File: config.mk
export PLATFORM = sky130hd
export DESIGN_NAME = mem_access_flat
export DESIGN_NICKNAME = d
export VERILOG_FILES = /design/src/mips_pkg.sv /design/src/ex_mem_if.sv /design/src/mem_access.sv /design/src/flat_wrapper.sv
export VERILOG_INCLUDE_DIRS = /design/src
export SDC_FILE = /design/constraint.sdc
export NUM_CORES = 1
export LEC_CHECK = 0
export BUFFER_PORTS_ARGS = -buffer_cell sky130_fd_sc_hd__buf_2
export CAP_MARGIN = 0
export CORE_AREA = 2 2 184 186
export DETAILED_ROUTE_END_ITERATION = 8
export DIE_AREA = 0 0 186 188
export SLEW_MARGIN = 25
export SYNTH_ARGS = -nofsm -noshare
export SYNTH_HDL_FRONTEND = slang
export SYNTH_SLANG_ARGS = --single-unit
File: constraint.sdc
create_clock -name vclk -period 1.2
set_input_delay 0.06 -clock vclk [all_inputs]
set_output_delay 0.06 -clock vclk [all_outputs]
set_load 0.03 [all_outputs]
File: src/mips_params.svh
`ifndef MIPS_PARAMS_SVH
`define MIPS_PARAMS_SVH

// Datapath and address width.
`define DATA_W 32

// Register destination width.
`define REG_ADDR_W 5

// CP0 register number plus select.
`define CP0_ADDR_W 8

// Data RAM depth in words.
`define RAM_WORDS 256

`endif

File: src/mips_pkg.sv
package mips_pkg;

    // Cause codes plus an internal ERET marker.
    typedef enum logic [4:0] {
        EXC_INT  = 5'h00,
        EXC_ADEL = 5'h04,
        EXC_ADES = 5'h05,
        EXC_SYS  = 5'h08,
        EXC_BP   = 5'h09,
        EXC_RI   = 5'h0a,
        EXC_OV   = 5'h0c,
        EXC_ERET = 5'h1f
    } exc_code_e;

    // Hi in bit 1, lo in bit 0.
    typedef struct packed {
        logic hi;
        logic lo;
    } hilo_ena_t;

endpackage

File: src/ex_mem_if.sv
`timescale 1ns/1ps
`include "mips_params.svh"

interface ex_mem_if;
    import mips_pkg::*;

    logic [`DATA_W-1:0]     pc;
    logic [`DATA_W-1:0]     alu_res;
    logic [`DATA_W-1:0]     ls_addr;

    hilo_ena_t              w_hilo_ena;
    logic [`DATA_W-1:0]     hi_res;
    logic [`DATA_W-1:0]     lo_res;

    // Exception flags carried from earlier stages.
    logic                   in_delay_slot;
    logic                   is_eret;
    logic                   is_syscall;
    logic                   is_break;
    logic                   is_inst_adel;
    logic                   is_data_adel;
    logic                   is_data_ades;
    logic                   is_overflow;
    logic                   is_ri;
    logic                   is_int;

    logic                   w_reg_ena;
    logic [`REG_ADDR_W-1:0] w_reg_dst;

    // Load/store control.
    logic                   ls_ena;
    logic [3:0]             ls_sel;
    logic                   wb_reg_sel;
    logic [`DATA_W-1:0]     rt_data;

    logic                   w_cp0_ena;
    logic [`CP0_ADDR_W-1:0] w_cp0_addr;
    logic [`DATA_W-1:0]     w_cp0_data;

    modport producer (
        output pc, alu_res, ls_addr,
        output w_hilo_ena, hi_res, lo_res,
        output in_delay_slot, is_eret, is_syscall, is_break, is_inst_adel,
        output is_data_adel, is_data_ades, is_overflow, is_ri, is_int,
        output w_reg_ena, w_reg_dst,
        output ls_ena, ls_sel, wb_reg_sel, rt_data,
        output w_cp0_ena, w_cp0_addr, w_cp0_data
    );

    modport consumer (
        input pc, alu_res, ls_addr,
        input w_hilo_ena, hi_res, lo_res,
        input in_delay_slot, is_eret, is_syscall, is_break, is_inst_adel,
        input is_data_adel, is_data_ades, is_overflow, is_ri, is_int,
        input w_reg_ena, w_reg_dst,
        input ls_ena, ls_sel, wb_reg_sel, rt_data,
        input w_cp0_ena, w_cp0_addr, w_cp0_data
    );

endinterface

File: src/mem_access.sv
`timescale 1ns/1ps
`include "mips_params.svh"

module mem_access (
    ex_mem_if.consumer                        stage,
    input  logic                              kill_i,
    output logic                              ram_we_o,
    output logic [3:0]                        ram_be_o,
    output logic [$clog2(`RAM_WORDS)-1:0]     ram_addr_o,
    output logic [`DATA_W-1:0]                ram_wdata_o,
    input  logic [`DATA_W-1:0]                ram_rdata_i,
    output logic                              wb_reg_ena_o,
    output logic [`REG_ADDR_W-1:0]            wb_reg_dst_o,
    output logic [`DATA_W-1:0]                wb_data_o,
    output mips_pkg::hilo_ena_t               wb_hilo_ena_o,
    output logic [`DATA_W-1:0]                wb_hi_o,
    output logic [`DATA_W-1:0]                wb_lo_o,
    output logic                              wb_cp0_ena_o,
    output logic [`CP0_ADDR_W-1:0]            wb_cp0_addr_o,
    output logic [`DATA_W-1:0]                wb_cp0_data_o
);

    localparam int RAM_AW = $clog2(`RAM_WORDS);

    logic [1:0]          lo_lane;
    logic [4:0]          lane_shift;
    logic [`DATA_W-1:0]  byte_mask;
    logic [`DATA_W-1:0]  load_data;

    // Lowest enabled byte sets the alignment.
    always_comb begin
        casez (stage.ls_sel)
            4'b???1: lo_lane = 2'd0;
            4'b??10: lo_lane = 2'd1;
            4'b?100: lo_lane = 2'd2;
            4'b1000: lo_lane = 2'd3;
            default: lo_lane = 2'd0;
        endcase
    end

    assign lane_shift = {lo_lane, 3'b000};

    always_comb begin
        for (int b = 0; b < 4; b++) begin
            byte_mask[8*b +: 8] = {8{stage.ls_sel[b]}};
        end
    end

    assign ram_addr_o  = stage.ls_addr[RAM_AW+1:2];
    assign ram_be_o    = stage.ls_sel;
    assign ram_wdata_o = stage.rt_data << lane_shift;
    assign ram_we_o    = stage.ls_ena && (stage.ls_sel != 4'b0000)
                      && !stage.wb_reg_sel && !kill_i;

    // Loads are zero-extended.
    assign load_data = (ram_rdata_i & byte_mask) >> lane_shift;
    assign wb_data_o = stage.wb_reg_sel ? load_data : stage.alu_res;

    assign wb_reg_dst_o  = stage.w_reg_dst;
    assign wb_hi_o       = stage.hi_res;
    assign wb_lo_o       = stage.lo_res;
    assign wb_cp0_addr_o = stage.w_cp0_addr;
    assign wb_cp0_data_o = stage.w_cp0_data;

    always_comb begin
        wb_reg_ena_o  = stage.w_reg_ena && !kill_i;
        wb_cp0_ena_o  = stage.w_cp0_ena && !kill_i;
        wb_hilo_ena_o = stage.w_hilo_ena;
        if (kill_i) begin
            wb_hilo_ena_o = '0;
        end
    end

endmodule

File: src/flat_wrapper.sv
// flat-port wrapper written by rule: the top's interface ports become plain ports
module mem_access_flat 
  (kill_i, ram_we_o, ram_be_o, ram_addr_o, ram_wdata_o, ram_rdata_i, wb_reg_ena_o, wb_reg_dst_o, wb_data_o, wb_hilo_ena_o, wb_hi_o, wb_lo_o, wb_cp0_ena_o, wb_cp0_addr_o, wb_cp0_data_o, stage_pc, stage_alu_res, stage_ls_addr, stage_w_hilo_ena, stage_hi_res, stage_lo_res, stage_in_delay_slot, stage_is_eret, stage_is_syscall, stage_is_break, stage_is_inst_adel, stage_is_data_adel, stage_is_data_ades, stage_is_overflow, stage_is_ri, stage_is_int, stage_w_reg_ena, stage_w_reg_dst, stage_ls_ena, stage_ls_sel, stage_wb_reg_sel, stage_rt_data, stage_w_cp0_ena, stage_w_cp0_addr, stage_w_cp0_data);
  ex_mem_if stage_i ();
  input  logic kill_i;
  output logic ram_we_o;
  output logic [3:0] ram_be_o;
  output logic [$clog2(`RAM_WORDS)-1:0] ram_addr_o;
  output logic [`DATA_W-1:0] ram_wdata_o;
  input  logic [`DATA_W-1:0] ram_rdata_i;
  output logic wb_reg_ena_o;
  output logic [`REG_ADDR_W-1:0] wb_reg_dst_o;
  output logic [`DATA_W-1:0] wb_data_o;
  output mips_pkg::hilo_ena_t wb_hilo_ena_o;
  output logic [`DATA_W-1:0] wb_hi_o;
  output logic [`DATA_W-1:0] wb_lo_o;
  output logic wb_cp0_ena_o;
  output logic [`CP0_ADDR_W-1:0] wb_cp0_addr_o;
  output logic [`DATA_W-1:0] wb_cp0_data_o;
  input wire logic [$bits(stage_i.pc)-1:0] stage_pc;
  input wire logic [$bits(stage_i.alu_res)-1:0] stage_alu_res;
  input wire logic [$bits(stage_i.ls_addr)-1:0] stage_ls_addr;
  input wire logic [$bits(stage_i.w_hilo_ena)-1:0] stage_w_hilo_ena;
  input wire logic [$bits(stage_i.hi_res)-1:0] stage_hi_res;
  input wire logic [$bits(stage_i.lo_res)-1:0] stage_lo_res;
  input wire logic [$bits(stage_i.in_delay_slot)-1:0] stage_in_delay_slot;
  input wire logic [$bits(stage_i.is_eret)-1:0] stage_is_eret;
  input wire logic [$bits(stage_i.is_syscall)-1:0] stage_is_syscall;
  input wire logic [$bits(stage_i.is_break)-1:0] stage_is_break;
  input wire logic [$bits(stage_i.is_inst_adel)-1:0] stage_is_inst_adel;
  input wire logic [$bits(stage_i.is_data_adel)-1:0] stage_is_data_adel;
  input wire logic [$bits(stage_i.is_data_ades)-1:0] stage_is_data_ades;
  input wire logic [$bits(stage_i.is_overflow)-1:0] stage_is_overflow;
  input wire logic [$bits(stage_i.is_ri)-1:0] stage_is_ri;
  input wire logic [$bits(stage_i.is_int)-1:0] stage_is_int;
  input wire logic [$bits(stage_i.w_reg_ena)-1:0] stage_w_reg_ena;
  input wire logic [$bits(stage_i.w_reg_dst)-1:0] stage_w_reg_dst;
  input wire logic [$bits(stage_i.ls_ena)-1:0] stage_ls_ena;
  input wire logic [$bits(stage_i.ls_sel)-1:0] stage_ls_sel;
  input wire logic [$bits(stage_i.wb_reg_sel)-1:0] stage_wb_reg_sel;
  input wire logic [$bits(stage_i.rt_data)-1:0] stage_rt_data;
  input wire logic [$bits(stage_i.w_cp0_ena)-1:0] stage_w_cp0_ena;
  input wire logic [$bits(stage_i.w_cp0_addr)-1:0] stage_w_cp0_addr;
  input wire logic [$bits(stage_i.w_cp0_data)-1:0] stage_w_cp0_data;
  assign stage_i.pc = stage_pc;
  assign stage_i.alu_res = stage_alu_res;
  assign stage_i.ls_addr = stage_ls_addr;
  assign stage_i.w_hilo_ena = stage_w_hilo_ena;
  assign stage_i.hi_res = stage_hi_res;
  assign stage_i.lo_res = stage_lo_res;
  assign stage_i.in_delay_slot = stage_in_delay_slot;
  assign stage_i.is_eret = stage_is_eret;
  assign stage_i.is_syscall = stage_is_syscall;
  assign stage_i.is_break = stage_is_break;
  assign stage_i.is_inst_adel = stage_is_inst_adel;
  assign stage_i.is_data_adel = stage_is_data_adel;
  assign stage_i.is_data_ades = stage_is_data_ades;
  assign stage_i.is_overflow = stage_is_overflow;
  assign stage_i.is_ri = stage_is_ri;
  assign stage_i.is_int = stage_is_int;
  assign stage_i.w_reg_ena = stage_w_reg_ena;
  assign stage_i.w_reg_dst = stage_w_reg_dst;
  assign stage_i.ls_ena = stage_ls_ena;
  assign stage_i.ls_sel = stage_ls_sel;
  assign stage_i.wb_reg_sel = stage_wb_reg_sel;
  assign stage_i.rt_data = stage_rt_data;
  assign stage_i.w_cp0_ena = stage_w_cp0_ena;
  assign stage_i.w_cp0_addr = stage_w_cp0_addr;
  assign stage_i.w_cp0_data = stage_w_cp0_data;
  mem_access u_core (.stage(stage_i), .kill_i(kill_i), .ram_we_o(ram_we_o), .ram_be_o(ram_be_o), .ram_addr_o(ram_addr_o), .ram_wdata_o(ram_wdata_o), .ram_rdata_i(ram_rdata_i), .wb_reg_ena_o(wb_reg_ena_o), .wb_reg_dst_o(wb_reg_dst_o), .wb_data_o(wb_data_o), .wb_hilo_ena_o(wb_hilo_ena_o), .wb_hi_o(wb_hi_o), .wb_lo_o(wb_lo_o), .wb_cp0_ena_o(wb_cp0_ena_o), .wb_cp0_addr_o(wb_cp0_addr_o), .wb_cp0_data_o(wb_cp0_data_o));
endmodule
==> flow_metrics.env <==
export IMPL_area_growth_pct=89.8
export IMPL_floorplan_initialDensity_pct=6.96
export IMPL_grt_setup_unrepaired="true"
export IMPL_synth_area_leaders="buf_4, mux2i_1, a22oi_1"
export IMPL_yosysMostFrequentCell="buf_4"
export IMPL_synth_top_cell_by_area="buf_4"
export IMPL_fp_dieArea_sq_um=35000
export IMPL_fin_nets=730
export IMPL_hp_class="primary input to primary output"
export IMPL_max_freq_mhz=708
export IMPL_grt_pass1_vias=2818
export IMPL_drt_iter0_drc=111
export IMPL_rows=67
export IMPL_cp_num_buf_inv=5
export IMPL_worst_hold_slack_ps=120
export IMPL_yosysWarningCount=0
export IMPL_drc=0
export IMPL_port_buffers=180
export IMPL_violations="negative setup slack"
export IMPL_drt_wirelength_per_cell_um=16.1
export IMPL_hold_viol=0
export IMPL_finalSetupTns_ps=-6940
export IMPL_required_ps=1140
export IMPL_cp_max_fo=13
export IMPL_die_height_um=188
export IMPL_dr_pass1_iters=6
export IMPL_ir_worst_vdd_mv=0.222
export IMPL_dp_hpwl_um=11800
export IMPL_viasPerCell=3.12
export IMPL_synth_seq_area_share_pct=0
export IMPL_design_seq_count=0
export IMPL_critical_path_slowest_cell="mux2i_2"
export IMPL_place_congestion=0.734
export IMPL_ys_top_cells_by_count="buf_4, nand2_1, mux2i_1, a22oi_1, nor2_1"
export IMPL_regArea_sq_um=0
export IMPL_period_needed_ps=1410
export IMPL_drv_cap=0
export IMPL_power_density_nw_per_um2=500
export IMPL_multiInputGateArea_sq_um=1850
export IMPL_cp_start_kind="primary input"
export IMPL_clock_buffers=0
export IMPL_outcome="finished with violations"
export IMPL_tightest_slew_ps=386
export IMPL_drive_above_1_share_pct=73.5
export IMPL_die_w_um=186
export IMPL_netlist_instances=348
export IMPL_cp_arrival_ps=1350
export IMPL_ctsHoldBuffers=0
export IMPL_synth_area_sq_um=2300
export IMPL_grt_overflow=0
export IMPL_diodes=0
export IMPL_setup_viol=56
export IMPL_fill_cells=3772
export IMPL_grt_pass1_wl_um=19000
export IMPL_crit_type="primary input to primary output"
export IMPL_syn_avg_cell_area_sq_um=6.62
export IMPL_critical_path_max_stage_delay_ps=250
export IMPL_relSlewSlack_pct=74.3
export IMPL_p_leak_uw=0.00182
export IMPL_antenna_found_initial=2
export IMPL_drv_slew=0
export IMPL_synth_top_area_share_pct=40.1
export IMPL_crit_family="buffers and inverters"
export IMPL_ant_nets=0
export IMPL_setup_slack_ps=-213
export IMPL_crit_chain="buf_6 -> buf_6 -> buf_12 -> a21oi_4 -> buf_12 -> mux2i_2 -> mux2i_2 -> buf_2"
export IMPL_fin_crit_sh_pct=118
export IMPL_grt_use_total_pct=7.55
export IMPL_grt_max_degree=33
export IMPL_wirelength_um=14200
export IMPL_num_vias=2765
export IMPL_critPathCaptureType="primary output"
export IMPL_ioPinCount=480
export IMPL_synth_cell_types=21
export IMPL_core_sq_um=33100
export IMPL_synth_nets=638
logic make-up after synthesis:
family	after synthesis	synth area share (%)
AOI/OAI and AO/OA	77	22.8
muxes	32	13.9
and+or+nand+nor	80	16.2
buffers and inverters	159	47.1
worst paths after layout:
kind,start,end,slack [ps],cells after the start
max,stage_ls_sel[0],ram_wdata_o[30],-210,8
min,stage_ls_addr[6],ram_addr_o[4],120,0
layout by cell type (no fill, tap or decap), types with 4 or more instances in the layout:
master / n
a22oi_1: 4
o22ai_4: 10
o221ai_2: 4
nor2b_1: 12
buf_2: 120
inv_1: 17
o22ai_2: 6
nor2_1: 13
buf_12: 16
a21oi_2: 7
nor2_2: 4
buf_4: 38
o221ai_4: 4
a22oi_2: 20
mux2i_4: 9
buf_6: 50
mux2i_2: 9
nand2b_1: 8
mux2i_1: 14
buf_8: 4
o21ai_1: 14
nand2_1: 31
where the power goes:
part,leakage (uW),switching [uW],total [uW],internal [uW]
clock network,0,0,0,0
registers,0,0,0,0
logic,0.00182,1200,2190,984
total,0.00182,1200,2190,984
metrics by stage:
stage	cells	setup slack (ps)	area, sq um	power, uW	util, %
3_5_place_dp	872	-573	3480	1730	10.5
6_report	886	-213	4370	2190	13.2
4_1_cts	884	-257	4250	2150	12.8
2_1_floorplan	348	-126	2650	1760	-
5_1_grt	886	-291	4370	2310	13.2
3_3_place_gp	872	-1020	3480	1720	10.5
metal layers:
layer | part of all wire [%] | global-route usage, % | up-vias
met3 | 8.6 | 2.35 | 58
met5 | 0.22 | 0 | -
met1 | 42 | 9.40 | 1287
li1 | - | - | 1243
met4 | 3.1 | 2.03 | 4
met2 | 46 | 12.5 | 173
cell type report:
class	count	area share, %
inverter	18	1.60
timing repair buffer	231	43.2
multi-input combinational	189	42.3
tap	448	12.8
timing repair:
item / 4_1_cts / 5_1_grt
setup endpoints to repair: 56 / 61
cloned: 2 / 0
buffers inserted: 16 / 6
pin swaps: 29 / 19
hold endpoints to repair: 0 / 0
gates resized for setup: 165 / 27
No activity file was read; power rests on OpenSTA's default activity.
