==> src/mips_params.svh <==
`ifndef MIPS_PARAMS_SVH
`define MIPS_PARAMS_SVH

// Datapath and address width.
`define DATA_W 32

// Register destination width.
`define REG_ADDR_W 5

// CP0 register number plus select.
`define CP0_ADDR_W 8

// Data RAM depth in words.
`define RAM_WORDS 256

`endif

==> src/mips_pkg.sv <==
package mips_pkg;

    // Cause codes plus an internal ERET marker.
    typedef enum logic [4:0] {
        EXC_INT  = 5'h00,
        EXC_ADEL = 5'h04,
        EXC_ADES = 5'h05,
        EXC_SYS  = 5'h08,
        EXC_BP   = 5'h09,
        EXC_RI   = 5'h0a,
        EXC_OV   = 5'h0c,
        EXC_ERET = 5'h1f
    } exc_code_e;

    // Hi in bit 1, lo in bit 0.
    typedef struct packed {
        logic hi;
        logic lo;
    } hilo_ena_t;

endpackage

==> src/ex_mem_if.sv <==
`timescale 1ns/1ps
`include "mips_params.svh"

interface ex_mem_if;
    import mips_pkg::*;

    logic [`DATA_W-1:0]     pc;
    logic [`DATA_W-1:0]     alu_res;
    logic [`DATA_W-1:0]     ls_addr;

    hilo_ena_t              w_hilo_ena;
    logic [`DATA_W-1:0]     hi_res;
    logic [`DATA_W-1:0]     lo_res;

    // Exception flags carried from earlier stages.
    logic                   in_delay_slot;
    logic                   is_eret;
    logic                   is_syscall;
    logic                   is_break;
    logic                   is_inst_adel;
    logic                   is_data_adel;
    logic                   is_data_ades;
    logic                   is_overflow;
    logic                   is_ri;
    logic                   is_int;

    logic                   w_reg_ena;
    logic [`REG_ADDR_W-1:0] w_reg_dst;

    // Load/store control.
    logic                   ls_ena;
    logic [3:0]             ls_sel;
    logic                   wb_reg_sel;
    logic [`DATA_W-1:0]     rt_data;

    logic                   w_cp0_ena;
    logic [`CP0_ADDR_W-1:0] w_cp0_addr;
    logic [`DATA_W-1:0]     w_cp0_data;

    modport producer (
        output pc, alu_res, ls_addr,
        output w_hilo_ena, hi_res, lo_res,
        output in_delay_slot, is_eret, is_syscall, is_break, is_inst_adel,
        output is_data_adel, is_data_ades, is_overflow, is_ri, is_int,
        output w_reg_ena, w_reg_dst,
        output ls_ena, ls_sel, wb_reg_sel, rt_data,
        output w_cp0_ena, w_cp0_addr, w_cp0_data
    );

    modport consumer (
        input pc, alu_res, ls_addr,
        input w_hilo_ena, hi_res, lo_res,
        input in_delay_slot, is_eret, is_syscall, is_break, is_inst_adel,
        input is_data_adel, is_data_ades, is_overflow, is_ri, is_int,
        input w_reg_ena, w_reg_dst,
        input ls_ena, ls_sel, wb_reg_sel, rt_data,
        input w_cp0_ena, w_cp0_addr, w_cp0_data
    );

endinterface

==> src/exc_arbiter.sv <==
`timescale 1ns/1ps
`include "mips_params.svh"

module exc_arbiter (
    ex_mem_if.consumer           stage,
    output logic                 exc_flush_o,
    output mips_pkg::exc_code_e  exc_code_o,
    output logic [`DATA_W-1:0]   epc_o,
    output logic [`DATA_W-1:0]   bad_vaddr_o
);
    import mips_pkg::*;

    logic any_exc;

    assign any_exc = stage.is_int
                  || stage.is_inst_adel
                  || stage.is_ri
                  || stage.is_overflow
                  || stage.is_syscall
                  || stage.is_break
                  || stage.is_data_adel
                  || stage.is_data_ades
                  || stage.is_eret;

    assign exc_flush_o = any_exc;

    // A delay-slot instruction restarts at its branch.
    assign epc_o = stage.in_delay_slot ? stage.pc - `DATA_W'd4 : stage.pc;

    // Highest priority first.
    always_comb begin
        exc_code_o  = EXC_INT;
        bad_vaddr_o = '0;
        if (stage.is_int) begin
            exc_code_o  = EXC_INT;
        end else if (stage.is_inst_adel) begin
            exc_code_o  = EXC_ADEL;
            bad_vaddr_o = stage.pc;
        end else if (stage.is_ri) begin
            exc_code_o  = EXC_RI;
        end else if (stage.is_overflow) begin
            exc_code_o  = EXC_OV;
        end else if (stage.is_syscall) begin
            exc_code_o  = EXC_SYS;
        end else if (stage.is_break) begin
            exc_code_o  = EXC_BP;
        end else if (stage.is_data_adel) begin
            exc_code_o  = EXC_ADEL;
            bad_vaddr_o = stage.ls_addr;
        end else if (stage.is_data_ades) begin
            exc_code_o  = EXC_ADES;
            bad_vaddr_o = stage.ls_addr;
        end else if (stage.is_eret) begin
            exc_code_o  = EXC_ERET;
        end
    end

endmodule

==> src/flat_wrapper.sv <==
// flat-port wrapper written by rule: the top's interface ports become plain ports
module exc_arbiter_flat import mips_pkg::*;
  (exc_flush_o, exc_code_o, epc_o, bad_vaddr_o, stage_pc, stage_alu_res, stage_ls_addr, stage_w_hilo_ena, stage_hi_res, stage_lo_res, stage_in_delay_slot, stage_is_eret, stage_is_syscall, stage_is_break, stage_is_inst_adel, stage_is_data_adel, stage_is_data_ades, stage_is_overflow, stage_is_ri, stage_is_int, stage_w_reg_ena, stage_w_reg_dst, stage_ls_ena, stage_ls_sel, stage_wb_reg_sel, stage_rt_data, stage_w_cp0_ena, stage_w_cp0_addr, stage_w_cp0_data);
  ex_mem_if stage_i ();
  output logic exc_flush_o;
  output mips_pkg::exc_code_e exc_code_o;
  output logic [`DATA_W-1:0] epc_o;
  output logic [`DATA_W-1:0] bad_vaddr_o;
  input wire logic [$bits(stage_i.pc)-1:0] stage_pc;
  input wire logic [$bits(stage_i.alu_res)-1:0] stage_alu_res;
  input wire logic [$bits(stage_i.ls_addr)-1:0] stage_ls_addr;
  input wire logic [$bits(stage_i.w_hilo_ena)-1:0] stage_w_hilo_ena;
  input wire logic [$bits(stage_i.hi_res)-1:0] stage_hi_res;
  input wire logic [$bits(stage_i.lo_res)-1:0] stage_lo_res;
  input wire logic [$bits(stage_i.in_delay_slot)-1:0] stage_in_delay_slot;
  input wire logic [$bits(stage_i.is_eret)-1:0] stage_is_eret;
  input wire logic [$bits(stage_i.is_syscall)-1:0] stage_is_syscall;
  input wire logic [$bits(stage_i.is_break)-1:0] stage_is_break;
  input wire logic [$bits(stage_i.is_inst_adel)-1:0] stage_is_inst_adel;
  input wire logic [$bits(stage_i.is_data_adel)-1:0] stage_is_data_adel;
  input wire logic [$bits(stage_i.is_data_ades)-1:0] stage_is_data_ades;
  input wire logic [$bits(stage_i.is_overflow)-1:0] stage_is_overflow;
  input wire logic [$bits(stage_i.is_ri)-1:0] stage_is_ri;
  input wire logic [$bits(stage_i.is_int)-1:0] stage_is_int;
  input wire logic [$bits(stage_i.w_reg_ena)-1:0] stage_w_reg_ena;
  input wire logic [$bits(stage_i.w_reg_dst)-1:0] stage_w_reg_dst;
  input wire logic [$bits(stage_i.ls_ena)-1:0] stage_ls_ena;
  input wire logic [$bits(stage_i.ls_sel)-1:0] stage_ls_sel;
  input wire logic [$bits(stage_i.wb_reg_sel)-1:0] stage_wb_reg_sel;
  input wire logic [$bits(stage_i.rt_data)-1:0] stage_rt_data;
  input wire logic [$bits(stage_i.w_cp0_ena)-1:0] stage_w_cp0_ena;
  input wire logic [$bits(stage_i.w_cp0_addr)-1:0] stage_w_cp0_addr;
  input wire logic [$bits(stage_i.w_cp0_data)-1:0] stage_w_cp0_data;
  assign stage_i.pc = stage_pc;
  assign stage_i.alu_res = stage_alu_res;
  assign stage_i.ls_addr = stage_ls_addr;
  assign stage_i.w_hilo_ena = stage_w_hilo_ena;
  assign stage_i.hi_res = stage_hi_res;
  assign stage_i.lo_res = stage_lo_res;
  assign stage_i.in_delay_slot = stage_in_delay_slot;
  assign stage_i.is_eret = stage_is_eret;
  assign stage_i.is_syscall = stage_is_syscall;
  assign stage_i.is_break = stage_is_break;
  assign stage_i.is_inst_adel = stage_is_inst_adel;
  assign stage_i.is_data_adel = stage_is_data_adel;
  assign stage_i.is_data_ades = stage_is_data_ades;
  assign stage_i.is_overflow = stage_is_overflow;
  assign stage_i.is_ri = stage_is_ri;
  assign stage_i.is_int = stage_is_int;
  assign stage_i.w_reg_ena = stage_w_reg_ena;
  assign stage_i.w_reg_dst = stage_w_reg_dst;
  assign stage_i.ls_ena = stage_ls_ena;
  assign stage_i.ls_sel = stage_ls_sel;
  assign stage_i.wb_reg_sel = stage_wb_reg_sel;
  assign stage_i.rt_data = stage_rt_data;
  assign stage_i.w_cp0_ena = stage_w_cp0_ena;
  assign stage_i.w_cp0_addr = stage_w_cp0_addr;
  assign stage_i.w_cp0_data = stage_w_cp0_data;
  exc_arbiter u_core (.stage(stage_i), .exc_flush_o(exc_flush_o), .exc_code_o(exc_code_o), .epc_o(epc_o), .bad_vaddr_o(bad_vaddr_o));
endmodule
==> config.mk <==
export PLATFORM = sky130hd
export DESIGN_NAME = exc_arbiter_flat
export DESIGN_NICKNAME = d
export VERILOG_FILES = /design/src/mips_pkg.sv /design/src/ex_mem_if.sv /design/src/exc_arbiter.sv /design/src/flat_wrapper.sv
export VERILOG_INCLUDE_DIRS = /design/src
export SDC_FILE = /design/constraint.sdc
export NUM_CORES = 1
export LEC_CHECK = 0
export ABC_AREA = 1
export BUFFER_PORTS_ARGS = -buffer_cell sky130_fd_sc_hd__buf_2
export CAP_MARGIN = 20
export CORE_AREA = 5 5 124 126
export DETAILED_ROUTE_END_ITERATION = 12
export DIE_AREA = 0 0 129 131
export PLACE_DENSITY = 0.42
export SETUP_SLACK_MARGIN = 0.05
export SYNTH_ARGS = -nofsm -noshare
export SYNTH_HDL_FRONTEND = slang
export SYNTH_SLANG_ARGS = --single-unit
export TNS_END_PERCENT = 100
==> constraint.sdc <==
create_clock -name vclk -period 1.4
set_input_delay 0.21 -clock vclk [all_inputs]
set_output_delay 0.21 -clock vclk [all_outputs]
set_load 0.02 [all_outputs]
==> results.tsv, run 1 <==
stage	metric	value	unit
status	status	complete, but fails checks	
status	failing checks	negative setup slack	
yosys	post-synth top area share	27.5	%
timing	worst slew pin tran	420	ps
global_route	grt total ovfl	0	
global_route	first-pass GRT wire length	14.3	mm
power	total power	1010	uW
final_layout	post-route insts no fill	717	
setup_path	Setup CP Type	in -> out	
final_layout	FF+latch area	0	um^2
place	number of port buffers	144	
timing	Min Clock Period, post-route	1560	ps
route	drt pass-1 iters	4	
clock_tree	hold buffers post-CTS	0	
timing	Slew HR	72.0	%
power	Pwr Density	244	nW/um^2
timing	Fmax	0.641	GHz
run	max-cap viol count	0	
route	Via density	3.86	
yosys	YS warnings	0	
route	Detail Route Antenna Nets	0	
place	Place WS	-253	ps
setup_path	Worst EP required	1190	ps
final_layout	area grow syn2layout	162	%
final_layout	Layout Utilization	29.1	%
yosys	library cells used by synthesis	28	
power	Lkg Pwr	0.00205	uW
min_path	worst hold path depth	2	
place	placed insts	698	
final_layout	nets	793	
floorplan	die width	129	um
final_layout	CLK BUF	0	
power	Logic pwr share	100.0	%
power	Pint	467	uW
floorplan	Core ar.	14200	um^2
power	Seq pwr share	0	%
yosys	synth top area cells	nand2_1, a21oi_1, nor2_1	
setup_path	CP arrival	1350	ps
floorplan	Die ar.	16900	um^2
power	clock power share	0	%
setup_path	Setup crit start kind	input pin	
power	NetSw	543	uW
timing	period utilization	111	%
route	routed wire length	9.57	mm
global_route	initial antenna violation count	0	
final_layout	diodes inserted	0	
final_layout	fraction of layout cells with a size suffix above 1	70.0	%
global_route	vias in the first global route	2911	
route	DRC Markers	0	
route	drt wl/cell	13.3	um
setup_path	largest fanout on the critical path	2	
route	initial drt markers	50	
final_layout	commonest non-fill, non-tap cells in the layout	buf_4, nand2_1, buf_2	
global_route	pin count of the biggest net entering global routing	34	
floorplan	num ports	327	
power	sw frac	53.7	%
timing	Fin Hold WS	659	ps
timing	final setup violation count	59	
power	VDD IR-drop max	184	uV
place	HPWL after detailed placement	7.83	mm
timing	RSZ-0062 raised after global routing	yes	
place	routability cong.	0.768	
final_layout	most common cell after layout, fill and taps aside	buf_4	
timing	Final Max Tran Viols	0	
yosys	synthesized area	1580	um^2
floorplan	Die Y	131	um
yosys	Mapped Avg Cell Area	4.99	um^2
timing	final hold vios	0	
yosys	Synth Instances	317	
route	total number of vias	2770	
timing	final worst-path setup slack	-159	ps
yosys	sequential area share after synthesis	0	%
global_route	Total GRT Usage	10.3	%
min_path	Hold/Removal Path Class	in -> out	
final_layout	fill count	1575	
yosys	Syn Nets	575	
floorplan	Starting Density	11.1	%
floorplan	row count	44	
setup_path	crit end category	primary output	
final_layout	Seq cells	0	
yosys	area leader, netlist	nand2_1	
[path summary, 6_finish.rpt]
check / slack (ps) / from / to
setup / recovery: -160 / stage_pc[3] / epc_o[22]
hold / removal: 660 / stage_pc[1] / epc_o[1]
[final cells by class]
| cell class | count | area [um^2] | area share, % |
|---|---|---|---|
| inverters | 34 | 138 | 3.32 |
| multi-input cells | 270 | 1950 | 47.1 |
| well taps | 184 | 230 | 5.56 |
| repair buffers | 229 | 1820 | 44.0 |
[kinds of logic (layout without fill, tap and decap cells)]
group           after synthesis  in the layout  synth area share [%]
xor+xnor                     16             16                  8.86
compound gates               41             41                  13.3
simple gates                212            212                  63.9
fa+ha+maj                     1              1                 0.791
buf+inv                      47            263                  13.1
[layer usage]
metal / GRT usage, % / share of wire [%] / up-vias
met3: 1.30 / 6.0 / 4
met1: 12.9 / 41 / 1263
met4: 0.865 / 0.57 / 0
li1: - / - / 1420
met5: 0 / 0 / -
met2: 19.7 / 52 / 83
[worst max-delay path: stages]
cell and delay [ps]:
buf_8 100, inv_4 50, ha_4 130, nand2_4 50, inv_4 60, nand2_1 50, nor2_1 110, buf_4 150
nand3_1 110, xnor2_2 170, buf_4 170
[power groups by stage]
stage	clock [uW]	sequential [uW]	combinational [uW]
2_1_floorplan	0	0	381
3_5_place_dp	0	0	793
5_1_grt	0	0	1090
6_report	0	0	1010
3_3_place_gp	0	0	789
4_1_cts	0	0	954
[what timing repair did]
item,in CTS,in global routing
setup endpoints to repair,60,64
gates cloned,1,0
setup buffers,13,9
pin swaps,34,31
gates resized for setup,169,78
[through the flow]
step | setup TNS, ps | cell area [um^2]
after floorplan | 0 | 1730
after global placement | -10030 | 3110
after detailed placement | -10230 | 3110
after CTS | -5590 | 3790
after global routing | -9760 | 4140
final | -4800 | 4140
[cells in the mapped netlist]
cell	n
a21oi_1	34
buf_2	1
buf_4	2
buf_6	3
clkbuf_1	7
ha_1	1
inv_1	31
inv_2	3
nand2_1	116
nand2_2	8
nand2_4	3
nand3_1	15
nand3b_1	1
nand4_1	6
nor2_1	35
nor2_2	14
nor2_4	9
nor2_8	1
nor3_1	1
nor3_2	1
nor3b_1	1
o21ai_0	2
o21ai_1	3
o21bai_1	1
o31ai_1	1
or3b_1	1
xnor2_1	12
xor2_1	4
Power figures use the tool's default switching activity.
==> run 2, diff against run 1 <==
--- a/config.mk
+++ b/config.mk
@@ -6,13 +6,12 @@
 export SDC_FILE = /design/constraint.sdc
 export NUM_CORES = 1
 export LEC_CHECK = 0
-export ABC_AREA = 1
 export BUFFER_PORTS_ARGS = -buffer_cell sky130_fd_sc_hd__buf_2
 export CAP_MARGIN = 20
-export CORE_AREA = 5 5 124 126
+export CORE_AREA = 5 5 123 125
 export DETAILED_ROUTE_END_ITERATION = 12
-export DIE_AREA = 0 0 129 131
-export PLACE_DENSITY = 0.42
+export DIE_AREA = 0 0 128 130
+export PLACE_DENSITY = 0.4
 export SETUP_SLACK_MARGIN = 0.05
 export SYNTH_ARGS = -nofsm -noshare
 export SYNTH_HDL_FRONTEND = slang
==> run 2 against run 1 <==
  * The flow still finishes with violations (negative setup slack)
  * Maximum frequency shrank 19%
  * Highest routed layer unchanged
  * Routed wire length decreased by 10%
  * First-iteration DRC count is 42% lower
  * Critical path type unchanged
==> results.tsv, run 2 <==
stage	metric	value	unit	change
global_route	first-pass GRT wire length	12.6	mm	was 14.3 mm
setup_path	Worst EP required	1190	ps	about the same
place	HPWL after detailed placement	6.36	mm	was 7.83 mm
floorplan	num ports	327		unchanged
power	VDD IR-drop max	139	uV	was 184 uV
timing	Min Clock Period, post-route	1930	ps	was 1560 ps
global_route	Total GRT Usage	9.42	%	was 10.3%
yosys	post-synthesis mux area share	0	%	unchanged
final_layout	FF+latch area	0	um^2	unchanged
yosys	Mapped Avg Cell Area	6.41	um^2	was 4.99 um^2
floorplan	Die Y	130	um	was 131 um
floorplan	Die ar.	16600	um^2	was 16,900 um^2
run	max-cap viol count	0		unchanged
timing	worst slew pin tran	408	ps	was 420 ps
route	DRC Markers	0		unchanged
setup_path	largest fanout on the critical path	6		was 2
timing	Slew HR	72.7	%	was 72.0%
setup_path	CP arrival	1720	ps	was 1350 ps
yosys	area leader, netlist	a22oi_1		was nand2_1
place	number of port buffers	144		unchanged
setup_path	crit end category	primary output		unchanged
floorplan	row count	43		was 44
yosys	most frequent cell after synthesis	nor2_1		was nand2_1
yosys	post-synth top area share	20.6	%	was 27.5%
min_path	Hold/Removal Path Class	in -> out		unchanged
yosys	compound-cell area share of the yosys netlist	23.3	%	was 13.3%
timing	Fin Hold WS	672	ps	was 659 ps
min_path	worst hold path depth	2		unchanged
route	total number of vias	2209		was 2,770
final_layout	fraction of layout cells with a size suffix above 1	88.7	%	was 70.0%
global_route	pin count of the biggest net entering global routing	21		was 34
yosys	Post-Synth Simple-Gate Area	46.0	%	was 63.9%
final_layout	most common cell after layout, fill and taps aside	buf_4		unchanged
yosys	YS warnings	0		unchanged
final_layout	Design Area, Final	3990	um^2	was 4140 um^2
timing	final hold vios	0		unchanged
route	initial drt markers	29		was 50
place	routability cong.	0.826		was 0.768
yosys	Synth Instances	182		was 317
timing	Final Max Tran Viols	0		unchanged
yosys	Synth top cells by count	nor2_1, a22oi_1, xnor2_1, xor2_1		was nand2_1, nor2_1, a21oi_1, inv_1, nand3_1
timing	RSZ-0062 raised after global routing	yes		unchanged
yosys	synthesized area	1170	um^2	was 1580 um^2
min_path	WHS Endpoint	epc_o[1]		unchanged
yosys	Post-Synth XOR/XNOR Area	21.8	%	was 8.86%
final_layout	nets	650		was 793
route	drt wl/cell	15.1	um	was 13.3 um
timing	period utilization	138	%	was 111%
timing	final worst-path setup slack	-533	ps	was -159 ps
status	failing checks	negative setup slack		unchanged
yosys	largest family of logic cells by synthesized area	simple AND/OR/NAND/NOR gates		unchanged
route	drt pass-1 iters	4		unchanged
global_route	grt total ovfl	0		unchanged
global_route	initial antenna violation count	0		unchanged
place	Cell Area, Placed	3030	um^2	was 3110 um^2
final_layout	commonest non-fill, non-tap cells in the layout	buf_4, buf_2, buf_6		was buf_4, nand2_1, buf_2
global_route	vias in the first global route	2340		was 2,911
final_layout	area grow syn2layout	241	%	was 162%
floorplan	Core ar.	13800	um^2	was 14,200 um^2
final_layout	Seq cells	0		unchanged
yosys	Syn Nets	440		was 575
final_layout	diodes inserted	0		unchanged
yosys	synth top area cells	a22oi_1, nor2_1, xnor2_1		was nand2_1, a21oi_1, nor2_1
yosys	library cells used by synthesis	33		was 28
min_path	hold path start	stage_pc[1]		unchanged
floorplan	Starting Density	8.48	%	was 11.1%
yosys	sequential area share after synthesis	0	%	unchanged
power	Lkg Pwr	0.00172	uW	was 0.00205 uW
power	Pwr Density	262	nW/um^2	was 244 nW/um^2
route	Detail Route Antenna Nets	0		unchanged
setup_path	Setup CP Type	in -> out		unchanged
timing	final setup violation count	62		was 59
final_layout	CLK BUF	0		unchanged
status	status	complete, but fails checks		unchanged
route	Via density	3.88		was 3.86
route	routed wire length	8.58	mm	was 9.57 mm
setup_path	Setup crit start kind	input pin		unchanged
yosys	adder-cell share of the synthesized area	1.07	%	was 0.791%
timing	Fmax	0.517	GHz	was 0.641 GHz
floorplan	die width	128	um	was 129 um
[run 2: logic make-up after synthesis]
group           Yosys count
fa+ha+maj                 1
buf+inv                  19
simple gates             96
compound gates           37
xor+xnor                 29
[run 2: how the worst max path moves through the flow]
stage,from,to,slack [ps],cells after the start
floorplan,stage_pc[14],epc_o[28],-320,5
global placement,stage_pc[2],epc_o[31],-580,7
detailed placement,stage_pc[18],epc_o[31],-580,6
CTS,stage_pc[14],epc_o[24],-550,7
global route,stage_pc[15],epc_o[30],-630,7
finish,stage_is_overflow,bad_vaddr_o[17],-530,9
[run 2: area by class of cell]
| class | count | area [um^2] |
|---|---|---|
| well taps | 180 | 225 |
| multi-input cells | 164 | 1840 |
| repair buffers | 223 | 1890 |
| inverters | 3 | 28.8 |
| fillers | 1497 | 9790 |
[run 2: critical path: stages]
cell and delay (ps):
buf_6 90, or3_4 410, nor4_4 240, buf_6 210, buf_12 120, buf_8 120
a22oi_2 60, nor2_2 130, buf_6 120
[run 2: routing by layer]
layer | part of all wire, % | global-route usage, %
met5 | 0 | 0
met2 | 50 | 17.2
met3 | 8.4 | 1.96
met4 | 1.3 | 0.437
met1 | 41 | 12.0
[run 2: through the flow]
step | std cells | TNS, ps | setup slack, ps | utilization (%) | power [uW]
after floorplan | 182 | -12840 | -323 | - | 407
after detailed placement | 544 | -28100 | -582 | 22.0 | 835
after CTS | 560 | -25370 | -548 | 27.3 | 1010
after global placement | 544 | -27560 | -575 | 22.0 | 831
final | 570 | -24800 | -533 | 28.9 | 1040
after global routing | 570 | -29870 | -635 | 28.9 | 1120
[run 2: where the power goes]
| part | internal [uW] | leakage (uW) | switching, uW |
|---|---|---|---|
| clock | 0 | 0 | 0 |
| sequential | 0 | 0 | 0 |
| combinational | 524 | 0.00172 | 521 |
[run 2: repair_timing]
item                       CTS  global route
buffers inserted            12            10
hold endpoints to repair     0             0
pin swaps                   58            43
resized for setup          158            30
gates cloned                 4             1
hold buffers                 0             0
setup endpoints to repair   62            64
